**config.mk**
```make
export PLATFORM = sky130hd
export DESIGN_NAME = exec_core
export DESIGN_NICKNAME = d
export VERILOG_FILES = /design/src/source/pipe_pkg.sv /design/src/source/inst_decode.sv /design/src/source/reg_file.sv /design/src/source/id_ex.sv /design/src/source/alu_ex.sv /design/src/source/ex_wb.sv /design/src/source/exec_core.sv
export SDC_FILE = /design/constraint.sdc
export NUM_CORES = 2
export LEC_CHECK = 0
export BUFFER_PORTS_ARGS = -buffer_cell sky130_fd_sc_hd__buf_2
export CORE_UTILIZATION = 25
export CTS_BUF_LIST = sky130_fd_sc_hd__clkbuf_4 sky130_fd_sc_hd__clkbuf_8
export DETAILED_ROUTE_END_ITERATION = 10
export PLACE_DENSITY = 0.42
export SYNTH_ARGS = -nofsm -noshare
export SYNTH_HDL_FRONTEND = slang
export SYNTH_SLANG_ARGS = --single-unit
```
**constraint.sdc**
```tcl
create_clock -name clk -period 4.2 [get_ports clk]
set_input_delay 0.63 -clock clk [delete_from_list [all_inputs] [get_ports clk]]
set_output_delay 0.63 -clock clk [all_outputs]
set_load 0.01 [all_outputs]
```
**src/source/pipe_pkg.sv**
```systemverilog
package pipe_pkg;

	localparam int data_w     = 32;
	localparam int reg_addr_w = 5;

	// Primary opcodes.
	localparam logic [5:0] op_special = 6'b000000;
	localparam logic [5:0] op_addiu   = 6'b001001;
	localparam logic [5:0] op_slti    = 6'b001010;
	localparam logic [5:0] op_andi    = 6'b001100;
	localparam logic [5:0] op_ori     = 6'b001101;
	localparam logic [5:0] op_xori    = 6'b001110;
	localparam logic [5:0] op_lui     = 6'b001111;

	// Function codes under op_special.
	localparam logic [5:0] fn_addu = 6'b100001;
	localparam logic [5:0] fn_subu = 6'b100011;
	localparam logic [5:0] fn_and  = 6'b100100;
	localparam logic [5:0] fn_or   = 6'b100101;
	localparam logic [5:0] fn_xor  = 6'b100110;
	localparam logic [5:0] fn_nor  = 6'b100111;
	localparam logic [5:0] fn_slt  = 6'b101010;
	localparam logic [5:0] fn_sltu = 6'b101011;
	localparam logic [5:0] fn_sll  = 6'b000000;
	localparam logic [5:0] fn_srl  = 6'b000010;
	localparam logic [5:0] fn_sra  = 6'b000011;

	// ALU result groups; nop is all zero so a cleared register is a bubble.
	localparam logic [2:0] alusel_nop   = 3'b000;
	localparam logic [2:0] alusel_logic = 3'b001;
	localparam logic [2:0] alusel_shift = 3'b010;
	localparam logic [2:0] alusel_cmp   = 3'b011;
	localparam logic [2:0] alusel_arith = 3'b100;

	localparam logic [7:0] aluop_nop  = 8'b00000000;
	localparam logic [7:0] aluop_and  = 8'b00100100;
	localparam logic [7:0] aluop_or   = 8'b00100101;
	localparam logic [7:0] aluop_xor  = 8'b00100110;
	localparam logic [7:0] aluop_nor  = 8'b00100111;
	localparam logic [7:0] aluop_lui  = 8'b01011100;
	localparam logic [7:0] aluop_addu = 8'b00100001;
	localparam logic [7:0] aluop_subu = 8'b00100011;
	localparam logic [7:0] aluop_sll  = 8'b01111100;
	localparam logic [7:0] aluop_srl  = 8'b00000010;
	localparam logic [7:0] aluop_sra  = 8'b00000011;
	localparam logic [7:0] aluop_slt  = 8'b00101010;
	localparam logic [7:0] aluop_sltu = 8'b00101011;

	typedef struct packed {
		logic [5:0]            opcode;
		logic [reg_addr_w-1:0] rs;
		logic [reg_addr_w-1:0] rt;
		logic [reg_addr_w-1:0] rd;
		logic [4:0]            shamt;
		logic [5:0]            funct;
	} r_fmt_t;

	typedef struct packed {
		logic [5:0]            opcode;
		logic [reg_addr_w-1:0] rs;
		logic [reg_addr_w-1:0] rt;
		logic [15:0]           imm;
	} i_fmt_t;

	// One instruction word, two field layouts.
	typedef union packed {
		r_fmt_t r;
		i_fmt_t i;
	} inst_word_u;

	typedef struct packed {
		logic [2:0]            alusel;
		logic [7:0]            aluop;
		logic [data_w-1:0]     reg1_data;
		logic [data_w-1:0]     reg2_data;
		logic                  we;
		logic [reg_addr_w-1:0] waddr;
	} ex_ctrl_t;

	typedef struct packed {
		logic                  we;
		logic [reg_addr_w-1:0] waddr;
		logic [data_w-1:0]     data;
	} wb_t;

endpackage

```
**src/source/inst_decode.sv**
```systemverilog
`timescale 1ns/100ps

module inst_decode import pipe_pkg::*; (
	input  inst_word_u            inst,
	input  logic                  inst_valid,
	input  logic [data_w-1:0]     rs_data,
	input  logic [data_w-1:0]     rt_data,
	output logic [reg_addr_w-1:0] rs_addr,
	output logic [reg_addr_w-1:0] rt_addr,
	input  wb_t                   ex_res,
	input  wb_t                   wb,
	output ex_ctrl_t              id_ctrl
);

	logic [data_w-1:0]     rs_val;
	logic [data_w-1:0]     rt_val;
	logic [data_w-1:0]     sext_imm;
	logic [data_w-1:0]     zext_imm;
	logic [data_w-1:0]     lui_imm;
	logic [data_w-1:0]     shamt_val;
	logic [2:0]            sel;
	logic [7:0]            op;
	logic [data_w-1:0]     op1;
	logic [data_w-1:0]     op2;
	logic [reg_addr_w-1:0] dst;
	logic                  ok;

	// rs and rt sit at the same bits in both formats.
	assign rs_addr = inst.r.rs;
	assign rt_addr = inst.r.rt;

	// Newest value wins: EX result, then WB, then the register file.
	assign rs_val = (ex_res.we && ex_res.waddr == rs_addr) ? ex_res.data :
			(wb.we && wb.waddr == rs_addr) ? wb.data : rs_data;
	assign rt_val = (ex_res.we && ex_res.waddr == rt_addr) ? ex_res.data :
			(wb.we && wb.waddr == rt_addr) ? wb.data : rt_data;

	assign sext_imm  = {{16{inst.i.imm[15]}}, inst.i.imm};
	assign zext_imm  = {16'b0, inst.i.imm};
	assign lui_imm   = {inst.i.imm, 16'b0};
	assign shamt_val = {{(data_w-5){1'b0}}, inst.r.shamt}; // Shift amount as operand 1.

	always_comb begin
		sel = alusel_nop;
		op  = aluop_nop;
		op1 = rs_val;
		op2 = rt_val;
		dst = inst.r.rd;
		ok  = 1'b1;
		if (inst.r.opcode == op_special) begin
			case (inst.r.funct)
				fn_addu: begin sel = alusel_arith; op = aluop_addu; end
				fn_subu: begin sel = alusel_arith; op = aluop_subu; end
				fn_and:  begin sel = alusel_logic; op = aluop_and;  end
				fn_or:   begin sel = alusel_logic; op = aluop_or;   end
				fn_xor:  begin sel = alusel_logic; op = aluop_xor;  end
				fn_nor:  begin sel = alusel_logic; op = aluop_nor;  end
				fn_slt:  begin sel = alusel_cmp;   op = aluop_slt;  end
				fn_sltu: begin sel = alusel_cmp;   op = aluop_sltu; end
				fn_sll: begin
					sel = alusel_shift;
					op  = aluop_sll;
					op1 = shamt_val;
				end
				fn_srl: begin
					sel = alusel_shift;
					op  = aluop_srl;
					op1 = shamt_val;
				end
				fn_sra: begin
					sel = alusel_shift;
					op  = aluop_sra;
					op1 = shamt_val;
				end
				default: ok = 1'b0; // Unknown funct.
			endcase
		end else begin
			dst = inst.i.rt; // I-type writes rt.
			case (inst.i.opcode)
				op_addiu: begin sel = alusel_arith; op = aluop_addu; op2 = sext_imm; end
				op_slti:  begin sel = alusel_cmp;   op = aluop_slt;  op2 = sext_imm; end
				op_andi:  begin sel = alusel_logic; op = aluop_and;  op2 = zext_imm; end
				op_ori:   begin sel = alusel_logic; op = aluop_or;   op2 = zext_imm; end
				op_xori:  begin sel = alusel_logic; op = aluop_xor;  op2 = zext_imm; end
				op_lui: begin
					sel = alusel_logic;
					op  = aluop_lui;
					op1 = '0;
					op2 = lui_imm;
				end
				default: ok = 1'b0;
			endcase
		end
	end

	// Invalid slots and unsupported encodings leave as bubbles.
	always_comb begin
		if (inst_valid && ok) begin
			id_ctrl.alusel    = sel;
			id_ctrl.aluop     = op;
			id_ctrl.reg1_data = op1;
			id_ctrl.reg2_data = op2;
			id_ctrl.we        = (dst != '0); // Register 0 is never written.
			id_ctrl.waddr     = dst;
		end else begin
			id_ctrl.alusel    = alusel_nop;
			id_ctrl.aluop     = aluop_nop;
			id_ctrl.reg1_data = '0;
			id_ctrl.reg2_data = '0;
			id_ctrl.we        = 1'b0;
			id_ctrl.waddr     = '0;
		end
	end

endmodule

```
**src/source/reg_file.sv**
```systemverilog
`timescale 1ns/100ps

module reg_file import pipe_pkg::*; (
	input  logic                  clk,
	input  logic                  reset_n,
	input  logic [reg_addr_w-1:0] rs_addr,
	input  logic [reg_addr_w-1:0] rt_addr,
	output logic [data_w-1:0]     rs_data,
	output logic [data_w-1:0]     rt_data,
	input  wb_t                   wb
);

	localparam int num_regs = 1 << reg_addr_w;

	logic [data_w-1:0] regs [0:num_regs-1];

	always_ff @(posedge clk or negedge reset_n) begin
		if (!reset_n) begin
			for (int i = 0; i < num_regs; i++) begin
				regs[i] <= '0;
			end
		end else if (wb.we && wb.waddr != '0) begin
			regs[wb.waddr] <= wb.data; // Single write port.
		end
	end

	// Same-cycle writes reach decode through the forwarding path.
	assign rs_data = (rs_addr == '0) ? '0 : regs[rs_addr];
	assign rt_data = (rt_addr == '0) ? '0 : regs[rt_addr];

endmodule

```
**src/source/id_ex.sv**
```systemverilog
`timescale 1ns/100ps

module id_ex import pipe_pkg::*; (
	input  logic     clk,
	input  logic     reset_n,
	input  logic     stall,
	input  logic     flush,
	input  ex_ctrl_t id_ctrl,
	output ex_ctrl_t ex_ctrl
);

	// Flush beats stall; a cleared entry is a nop bubble.
	always_ff @(posedge clk or negedge reset_n) begin
		if (!reset_n) begin
			ex_ctrl.alusel    <= alusel_nop;
			ex_ctrl.aluop     <= aluop_nop;
			ex_ctrl.reg1_data <= '0;
			ex_ctrl.reg2_data <= '0;
			ex_ctrl.we        <= 1'b0;
			ex_ctrl.waddr     <= '0;
		end else if (flush) begin
			ex_ctrl.alusel    <= alusel_nop;
			ex_ctrl.aluop     <= aluop_nop;
			ex_ctrl.reg1_data <= '0;
			ex_ctrl.reg2_data <= '0;
			ex_ctrl.we        <= 1'b0;
			ex_ctrl.waddr     <= '0;
		end else if (!stall) begin
			ex_ctrl.alusel    <= id_ctrl.alusel;
			ex_ctrl.aluop     <= id_ctrl.aluop;
			ex_ctrl.reg1_data <= id_ctrl.reg1_data;
			ex_ctrl.reg2_data <= id_ctrl.reg2_data;
			ex_ctrl.we        <= id_ctrl.we;
			ex_ctrl.waddr     <= id_ctrl.waddr;
		end
	end

endmodule

```
**src/source/alu_ex.sv**
```systemverilog
`timescale 1ns/100ps

module alu_ex import pipe_pkg::*; (
	input  ex_ctrl_t ex_ctrl,
	output wb_t      ex_res
);

	logic [data_w-1:0] op1;
	logic [data_w-1:0] op2;
	logic [4:0]        sh;
	logic [data_w-1:0] logic_res;
	logic [data_w-1:0] arith_res;
	logic [data_w-1:0] shift_res;
	logic [data_w-1:0] cmp_res;
	logic [data_w-1:0] result;

	assign op1 = ex_ctrl.reg1_data;
	assign op2 = ex_ctrl.reg2_data;
	assign sh  = op1[4:0]; // Only the low 5 bits count.

	always_comb begin
		case (ex_ctrl.aluop)
			aluop_and: logic_res = op1 & op2;
			aluop_or:  logic_res = op1 | op2;
			aluop_xor: logic_res = op1 ^ op2;
			aluop_nor: logic_res = ~(op1 | op2);
			aluop_lui: logic_res = op2; // Immediate already shifted.
			default:   logic_res = '0;
		endcase
	end

	always_comb begin
		case (ex_ctrl.aluop)
			aluop_addu: arith_res = op1 + op2;
			aluop_subu: arith_res = op1 - op2;
			default:    arith_res = '0;
		endcase
	end

	always_comb begin
		case (ex_ctrl.aluop)
			aluop_sll: shift_res = op2 << sh;
			aluop_srl: shift_res = op2 >> sh;
			aluop_sra: shift_res = $signed(op2) >>> sh;
			default:   shift_res = '0;
		endcase
	end

	always_comb begin
		case (ex_ctrl.aluop)
			aluop_slt:  cmp_res = {{(data_w-1){1'b0}}, $signed(op1) < $signed(op2)};
			aluop_sltu: cmp_res = {{(data_w-1){1'b0}}, op1 < op2};
			default:    cmp_res = '0;
		endcase
	end

	// Group select.
	always_comb begin
		case (ex_ctrl.alusel)
			alusel_logic: result = logic_res;
			alusel_arith: result = arith_res;
			alusel_shift: result = shift_res;
			alusel_cmp:   result = cmp_res;
			default:      result = '0;
		endcase
	end

	assign ex_res.we    = ex_ctrl.we && (ex_ctrl.alusel != alusel_nop);
	assign ex_res.waddr = ex_ctrl.waddr;
	assign ex_res.data  = result;

endmodule

```
**src/source/ex_wb.sv**
```systemverilog
`timescale 1ns/100ps

module ex_wb import pipe_pkg::*; (
	input  logic clk,
	input  logic reset_n,
	input  logic stall,
	input  wb_t  ex_res,
	output wb_t  wb
);

	// A held EX entry retires only on the edge that releases the stall.
	always_ff @(posedge clk or negedge reset_n) begin
		if (!reset_n) begin
			wb.we    <= 1'b0;
			wb.waddr <= '0;
			wb.data  <= '0;
		end else if (stall) begin
			wb.we    <= 1'b0; // Bubble.
			wb.waddr <= '0;
			wb.data  <= '0;
		end else begin
			wb <= ex_res;
		end
	end

endmodule

```
**src/source/exec_core.sv**
```systemverilog
`timescale 1ns/100ps

module exec_core import pipe_pkg::*; (
	input  logic       clk,
	input  logic       reset_n,
	input  logic       inst_valid,
	input  inst_word_u inst,
	input  logic       stall,
	input  logic       flush,
	output wb_t        wb
);

	logic [reg_addr_w-1:0] rs_addr;
	logic [reg_addr_w-1:0] rt_addr;
	logic [data_w-1:0]     rs_data;
	logic [data_w-1:0]     rt_data;
	ex_ctrl_t              id_ctrl;
	ex_ctrl_t              ex_ctrl;
	wb_t                   ex_res;
	logic                  wb_hold;

	// Flush overrides stall, so the EX entry still retires.
	assign wb_hold = stall & ~flush;

	inst_decode u_inst_decode (
		.inst       (inst),
		.inst_valid (inst_valid),
		.rs_data    (rs_data),
		.rt_data    (rt_data),
		.rs_addr    (rs_addr),
		.rt_addr    (rt_addr),
		.ex_res     (ex_res),
		.wb         (wb),
		.id_ctrl    (id_ctrl)
	);

	reg_file u_reg_file (
		.clk     (clk),
		.reset_n (reset_n),
		.rs_addr (rs_addr),
		.rt_addr (rt_addr),
		.rs_data (rs_data),
		.rt_data (rt_data),
		.wb      (wb)
	);

	id_ex u_id_ex (
		.clk     (clk),
		.reset_n (reset_n),
		.stall   (stall),
		.flush   (flush),
		.id_ctrl (id_ctrl),
		.ex_ctrl (ex_ctrl)
	);

	alu_ex u_alu_ex (
		.ex_ctrl (ex_ctrl),
		.ex_res  (ex_res)
	);

	ex_wb u_ex_wb (
		.clk     (clk),
		.reset_n (reset_n),
		.stall   (wb_hold),
		.ex_res  (ex_res),
		.wb      (wb)
	);

endmodule

```
[Yosys cells after proc, flatten, opt, wreduce, memory -nomap -nowiden]
Index checks and enable logic that the tools add are counted.
Cells by class
  $add $sub $neg: 2
  magnitude comparators: 6
  equal/unequal tests: 37
  shift operators: 3
  muxes and demuxes: 39
  bitwise gates (word level): 9
  reductions and logical operators: 24
Operators with widths (count)
  1024-bit bitwise mux: 1
  32-bit 2-to-1 mux: 15
  32-bit binary-select mux with 5-bit select: 2
  81-bit 2-to-1 mux: 3
  32-bit one-hot mux with 3 select lines: 2
  32-bit demux with 5-bit select: 1
  32-bit one-hot mux with 5 select lines: 1
  32-bit one-hot mux with 4 select lines: 1
  7-bit one-hot mux with 11 select lines: 1
  8-bit by 6-bit equality test with 1-bit output, second input constant: 8
  32-bit less-than comparator: 2
  32-bit one-hot mux with 2 select lines: 1
  6-bit equality test, second input constant: 8
  7-bit one-hot mux with 6 select lines: 1
  38-bit 2-to-1 mux: 1
  6-bit by 4-bit equality test with 1-bit output, second input constant: 6
  32-bit adder: 1
  32-bit bitwise AND: 1
  32-bit NOT: 1
  32-bit bitwise OR: 1
  32-bit by 5-bit << shifter with 32-bit output: 1
  32-bit by 5-bit >> shifter with 32-bit output: 1
  32-bit by 5-bit >>> shifter with 32-bit output: 1
  32-bit subtractor: 1
  other kinds (31): 58
Storage, ports and cells
  register bits: 1143
  bits of input ports: 37
  output and inout port bits: 38

[Depth between registers and ports, before layout]
  depth in word-level cells: 12
  mapped depth: 19

[Cells and area by module]
From an unflattened synthesis, not the netlist that was laid out.
Unflattened totals
  cells, all modules: 5754
  area total of the unflattened synthesis: 71190.8 um^2
Modules (own cells, without submodules)
  reg_file: times used 1, cells each 3514, area an instance 54019.3 um^2, sequential area each 25624.6 um^2
  alu_ex: times used 1, cells each 1471, area an instance 9464.1 um^2, sequential area each 0.0 um^2
  id_ex: times used 1, cells each 261, area an instance 3308.2 um^2, sequential area each 2026.9 um^2
  inst_decode: times used 1, cells each 427, area an instance 2982.9 um^2, sequential area each 0.0 um^2
  ex_wb: times used 1, cells each 80, area an instance 1402.6 um^2, sequential area each 950.9 um^2
  exec_core: times used 1, cells each 1, area an instance 13.8 um^2, sequential area each 0.0 um^2

[Worst setup path before layout]
Ideal clock, no wire load.
  kind: reg-to-reg
  from: register u_id_ex.ex_ctrl[38] (netlist name)
  to: register u_id_ex.ex_ctrl[36] (netlist name)
  data arrival time: 3.715 ns
  required time: 4.113 ns
  path slack: 0.398 ns
  stages on the path, launching flop included: 20
  period minus slack after synthesis: 3.802 ns
  cells stage by stage: dfrtp_1 buf_6 buf_12 buf_6 buf_2 buf_2 inv_1 ha_1 inv_1 fa_1 nand2b_1 a211o_1 nand2_1 a211o_1 o21ai_1 o31ai_2 a311oi_1 a211oi_2 o32a_1 a22oi_1
On the way
  cells in the longest elaborated chain, start to end: 9
Ends and longest elaborated chain
  32-bit subtractor, or another cell as far along: RTL line alu_ex.sv:35  | aluop_subu: arith_res = op1 - op2;
  32-bit one-hot mux with 2 select lines / 32-bit one-hot mux with 3 select lines (equally long branches): RTL line alu_ex.sv:33, alu_ex.sv:41
  32-bit one-hot mux with 4 select lines (*): RTL line alu_ex.sv:59  | case (ex_ctrl.alusel)
  32-bit 2-to-1 mux (*): RTL line inst_decode.sv:35  | assign rt_val = (ex_res.we && ex_res.waddr == rt_addr) ? ex_res.data :
  32-bit one-hot mux with 3 select lines: RTL line inst_decode.sv:79  | case (inst.i.opcode)
  32-bit 2-to-1 mux (*): RTL line inst_decode.sv:50  | if (inst.r.opcode == op_special) begin
  81-bit 2-to-1 mux (*): RTL line inst_decode.sv:98  | if (inst_valid && ok) begin
  81-bit 2-to-1 mux (*): RTL line id_ex.sv:28  | end else if (!stall) begin
  81-bit 2-to-1 mux (*): RTL line id_ex.sv:21  | end else if (flush) begin
Every way passes the cells marked *; elsewhere a longest branch is shown, timed or not. The select of a mux whose other input is x is not followed.
A chain may end at the register's enable or synchronous reset.

[Worst setup path in the final report]
  from: register u_id_ex.ex_ctrl[72] (netlist name)
  to: register u_id_ex.ex_ctrl[12] (netlist name)
On the way
  cells in the longest elaborated chain, start to end: 9
Ends and longest elaborated chain
  8-bit by 7-bit equality test with 1-bit output, or another cell as far along: RTL line alu_ex.sv:22  | case (ex_ctrl.aluop)
  32-bit one-hot mux with 5 select lines, or another cell as far along: RTL line alu_ex.sv:22
  32-bit one-hot mux with 4 select lines (*): RTL line alu_ex.sv:59
  32-bit 2-to-1 mux (*): RTL line inst_decode.sv:35
  32-bit one-hot mux with 3 select lines: RTL line inst_decode.sv:79
  32-bit 2-to-1 mux (*): RTL line inst_decode.sv:50
  81-bit 2-to-1 mux (*): RTL line inst_decode.sv:98
  81-bit 2-to-1 mux (*): RTL line id_ex.sv:28
  81-bit 2-to-1 mux (*): RTL line id_ex.sv:21
Marked as above.

==> results.json <==
{
  "outcome": "finished, final reports clean",
  "rsz0062_at_grt": "false",
  "grtUsageTotal_pct": 20.62,
  "critPathLaunchType": "flop",
  "crit_chain": "nor4_2, and2_1, o21ai_0, a211oi_1, a311oi_2, a211oi_1, a221o_1",
  "p_per_area_nw_per_um2": 303.3,
  "area_growth_pct": 16.34,
  "cp-startpoint": "u_id_ex.ex_ctrl[72]",
  "internal_power_mw": 18.27,
  "crit_buf_inv": 0,
  "firstDrtPassIters": 6,
  "ys_warn_count": 0,
  "gp_congestion": 0.9461,
  "drv_cap": 0,
  "arrival_ps": 4850,
  "p_leak_nw": 35.50,
  "cts_htree_levels": 4,
  "slowest_delay_ps": 690,
  "grt_overflow_total": 0,
  "sw_frac_of_total_pct": 25.70,
  "fin_crit_ps": 3984,
  "synth_seq_cells": 1141,
  "cp.required_ps": 5070,
  "dpl_cell_area_um2": 76230,
  "dieHeight_um": 529.9,
  "layout_common_cells": "1137 x dfrtp_1, 1050 x mux2_2, 597 x mux4_2",
  "p_sw_mw": 6.320,
  "cts_setup_buffers": 0,
  "synth-seq-area-share_pct": 40.98,
  "drtIter0Drc": 4944,
  "hp-start": "flush",
  "chipWidth_um": 529.9,
  "worstReg2RegStart": "u_id_ex.ex_ctrl[72]",
  "criticalPathCategory": "reg -> reg",
  "clk_latency_ps": 1010,
  "fmax_mhz": 251.0,
  "layout_commonest_cell": "dfrtp_1",
  "viasPerCell": 5.428,
  "syn-num-nets": 5544,
  "cp_max_fo": 10,
  "antenna_found_initial": 11,
  "ios": 75,
  "numCtsBuffers": 210,
  "vias": 50910,
  "peakVddDrop_mv": 0.2836,
  "ant_nets": 0,
  "io_buffers": 74,
  "nets": 5638,
  "cpMostUsedCell": "a211oi_1",
  "fin_cells": 9378,
  "rows": 193,
  "dp_hpwl_mm": 189.2,
  "grt_pass1_vias": 52240,
  "netlist_area_um2": 69680,
  "cts_tree": "done",
  "ys_types": 96,
  "clockBufferDepth": 3,
  "cts-root-buf": "clkbuf_8",
  "power_frac_comb_pct": 6.0,
  "dp.cells": 8989,
  "totalWireLength_mm": 291.3,
  "cts.sinks": 1141,
  "remaining_drc_errors": 0,
  "die-area_um2": 280800,
  "power_frac_seq_pct": 44.8,
  "final_cell_area_um2": 81070,
  "finalClockSkew_ps": 74.16,
  "clk_transition_reported_paths_ps": 60,
  "seqCellArea_um2": 28560,
  "clockPowerShare_pct": 49.3,
  "hold_viol_final": 0,
  "grt_pass1_wl_mm": 415.6,
  "multi_input_area_um2": 38520,
  "wire_per_inst_um": 31.06,
  "synthArstFlopShare_pct": 100.0,
  "hold_path_class": "in -> reg",
  "synth_top_flop_cell": "dfrtp_1",
  "slew_headroom_pct": 20.17,
  "fillers": 28350,
  "min_period_over_period_pct": 94.86,
  "setup_viol": 0,
  "netlist_instances": 5404,
  "tightest_slew_ps": 1190,
  "drive_gt1_share_pct": 45.63,
  "slowest_stage": "a211oi_1",
  "synth-edff-count": 0,
  "grt_max_degree": 156,
  "slew_viol_final": 0,
  "worst_setup_path_end_kind": "flop",
  "core_area_um2": 276700,
  "avgSynthCellArea_um2": 12.89,
  "cp_top_family": "compound AO/OA/AOI/OAI gates",
  "initial_core_util_pct": 25.18
}
-- sequential cells by signal, summed over array words and instances (netlist names) --
signal / count
u_reg_file.regs: 1024
u_id_ex.ex_ctrl: 79
u_ex_wb.wb: 38
-- cells by family (layout without fill, tap and decap cells) --
kind of cell	after synthesis	after routing	synth area share (%)
other cells	0	4	0
buf+inv	696	961	4.182
simple gates	710	710	4.854
flops	1141	1141	40.98
fa+ha+maj	104	104	1.885
compound gates	899	899	8.919
mux	1820	1820	38.75
xor+xnor	34	34	0.4274
-- worst paths after layout --
check,endpoint,slack (ps),cells after the start
max reg2reg,u_id_ex.ex_ctrl[12],220,7
min in group asynchronous,u_reg_file.regs[404],180,2
min reg2reg,u_reg_file.regs[1003],390,0
max in group asynchronous,u_id_ex.ex_ctrl[13],2720,3
min,u_ex_wb.wb[22],110,3
max,u_id_ex.ex_ctrl[12],220,7
-- area by class of cell --
cell class	instances	share of cell area, %
antenna	4	0.01235
clock buffer	342	5.397
clock inverter	41	0.5201
inverter	99	0.4584
multi-input combinational	3567	47.52
sequential	1141	35.23
tap	3705	5.718
timing repair buffer	479	5.146
-- metrics by stage --
stage | hold WS (ps) | setup TNS [ps] | total power, mW | utilization [%] | worst slack (ps)
global route | 66.73 | 0 | 25.51 | 29.29 | 80.65
CTS | 13.81 | 0 | 24.96 | 29.29 | 144.1
global placement | 376.8 | -25.00 | 12.70 | 27.55 | -23.88
finish | 114.9 | 0 | 24.59 | 29.29 | 216.1
floorplan | 334.4 | 0 | 11.90 | - | 398.3
detailed placement | 383.6 | 0 | 12.70 | 27.55 | 43.77
-- synth_stat cells (36+ instances only) --
cell type  count  area, um^2
o21ai_0      114       570.6
mux2i_1      171        1712
buf_1         86       322.8
clkbuf_1     386        1449
a221oi_1      53       464.2
o211ai_1      56       420.4
dfrtp_1     1141       28550
nor3_1        53       265.3
mux2_2      1050       11820
nand2_1      205       769.5
a211oi_1      67       503.0
nor2_1       224       840.8
nor2b_1       36       225.2
inv_1         99       371.6
buf_2         86       430.4
a21oi_1      224        1121
o22ai_1       37       231.5
ha_1         101        1264
mux4_2       597       13450
-- what timing repair did --
item	4_1_cts	5_1_grt
endpoints found under the hold margin	157	0
endpoints found under the setup margin	0	4
hold buffers	2	0
gates resized for setup	0	1
-- per-layer routing --
| metal | wire, um | track usage [%] | vias to the layer above |
|---|---|---|---|
| met5 | 0 | 0 | - |
| met4 | 8955 | 6.558 | 0 |
| met3 | 17400 | 3.339 | 426 |
| met2 | 136200 | 32.91 | 1824 |
| met1 | 128700 | 28.40 | 27620 |
| li1 | - | - | 21040 |
-- worst min-delay path: stages --
cell     delay [ps]
buf_2           110
nor2b_4         130
nor2b_1         140
-- power by group through the flow --
stage,Combinational (mW),Clock (mW),Sequential (mW)
final,1.47,12.1,11.0
after floorplan,0.701,0,11.2
after CTS,1.50,12.5,11.0
after detailed placement,1.50,0,11.2
after global placement,1.50,0,11.2
after global routing,1.56,12.9,11.0
Power figures use the tool's default switching activity.
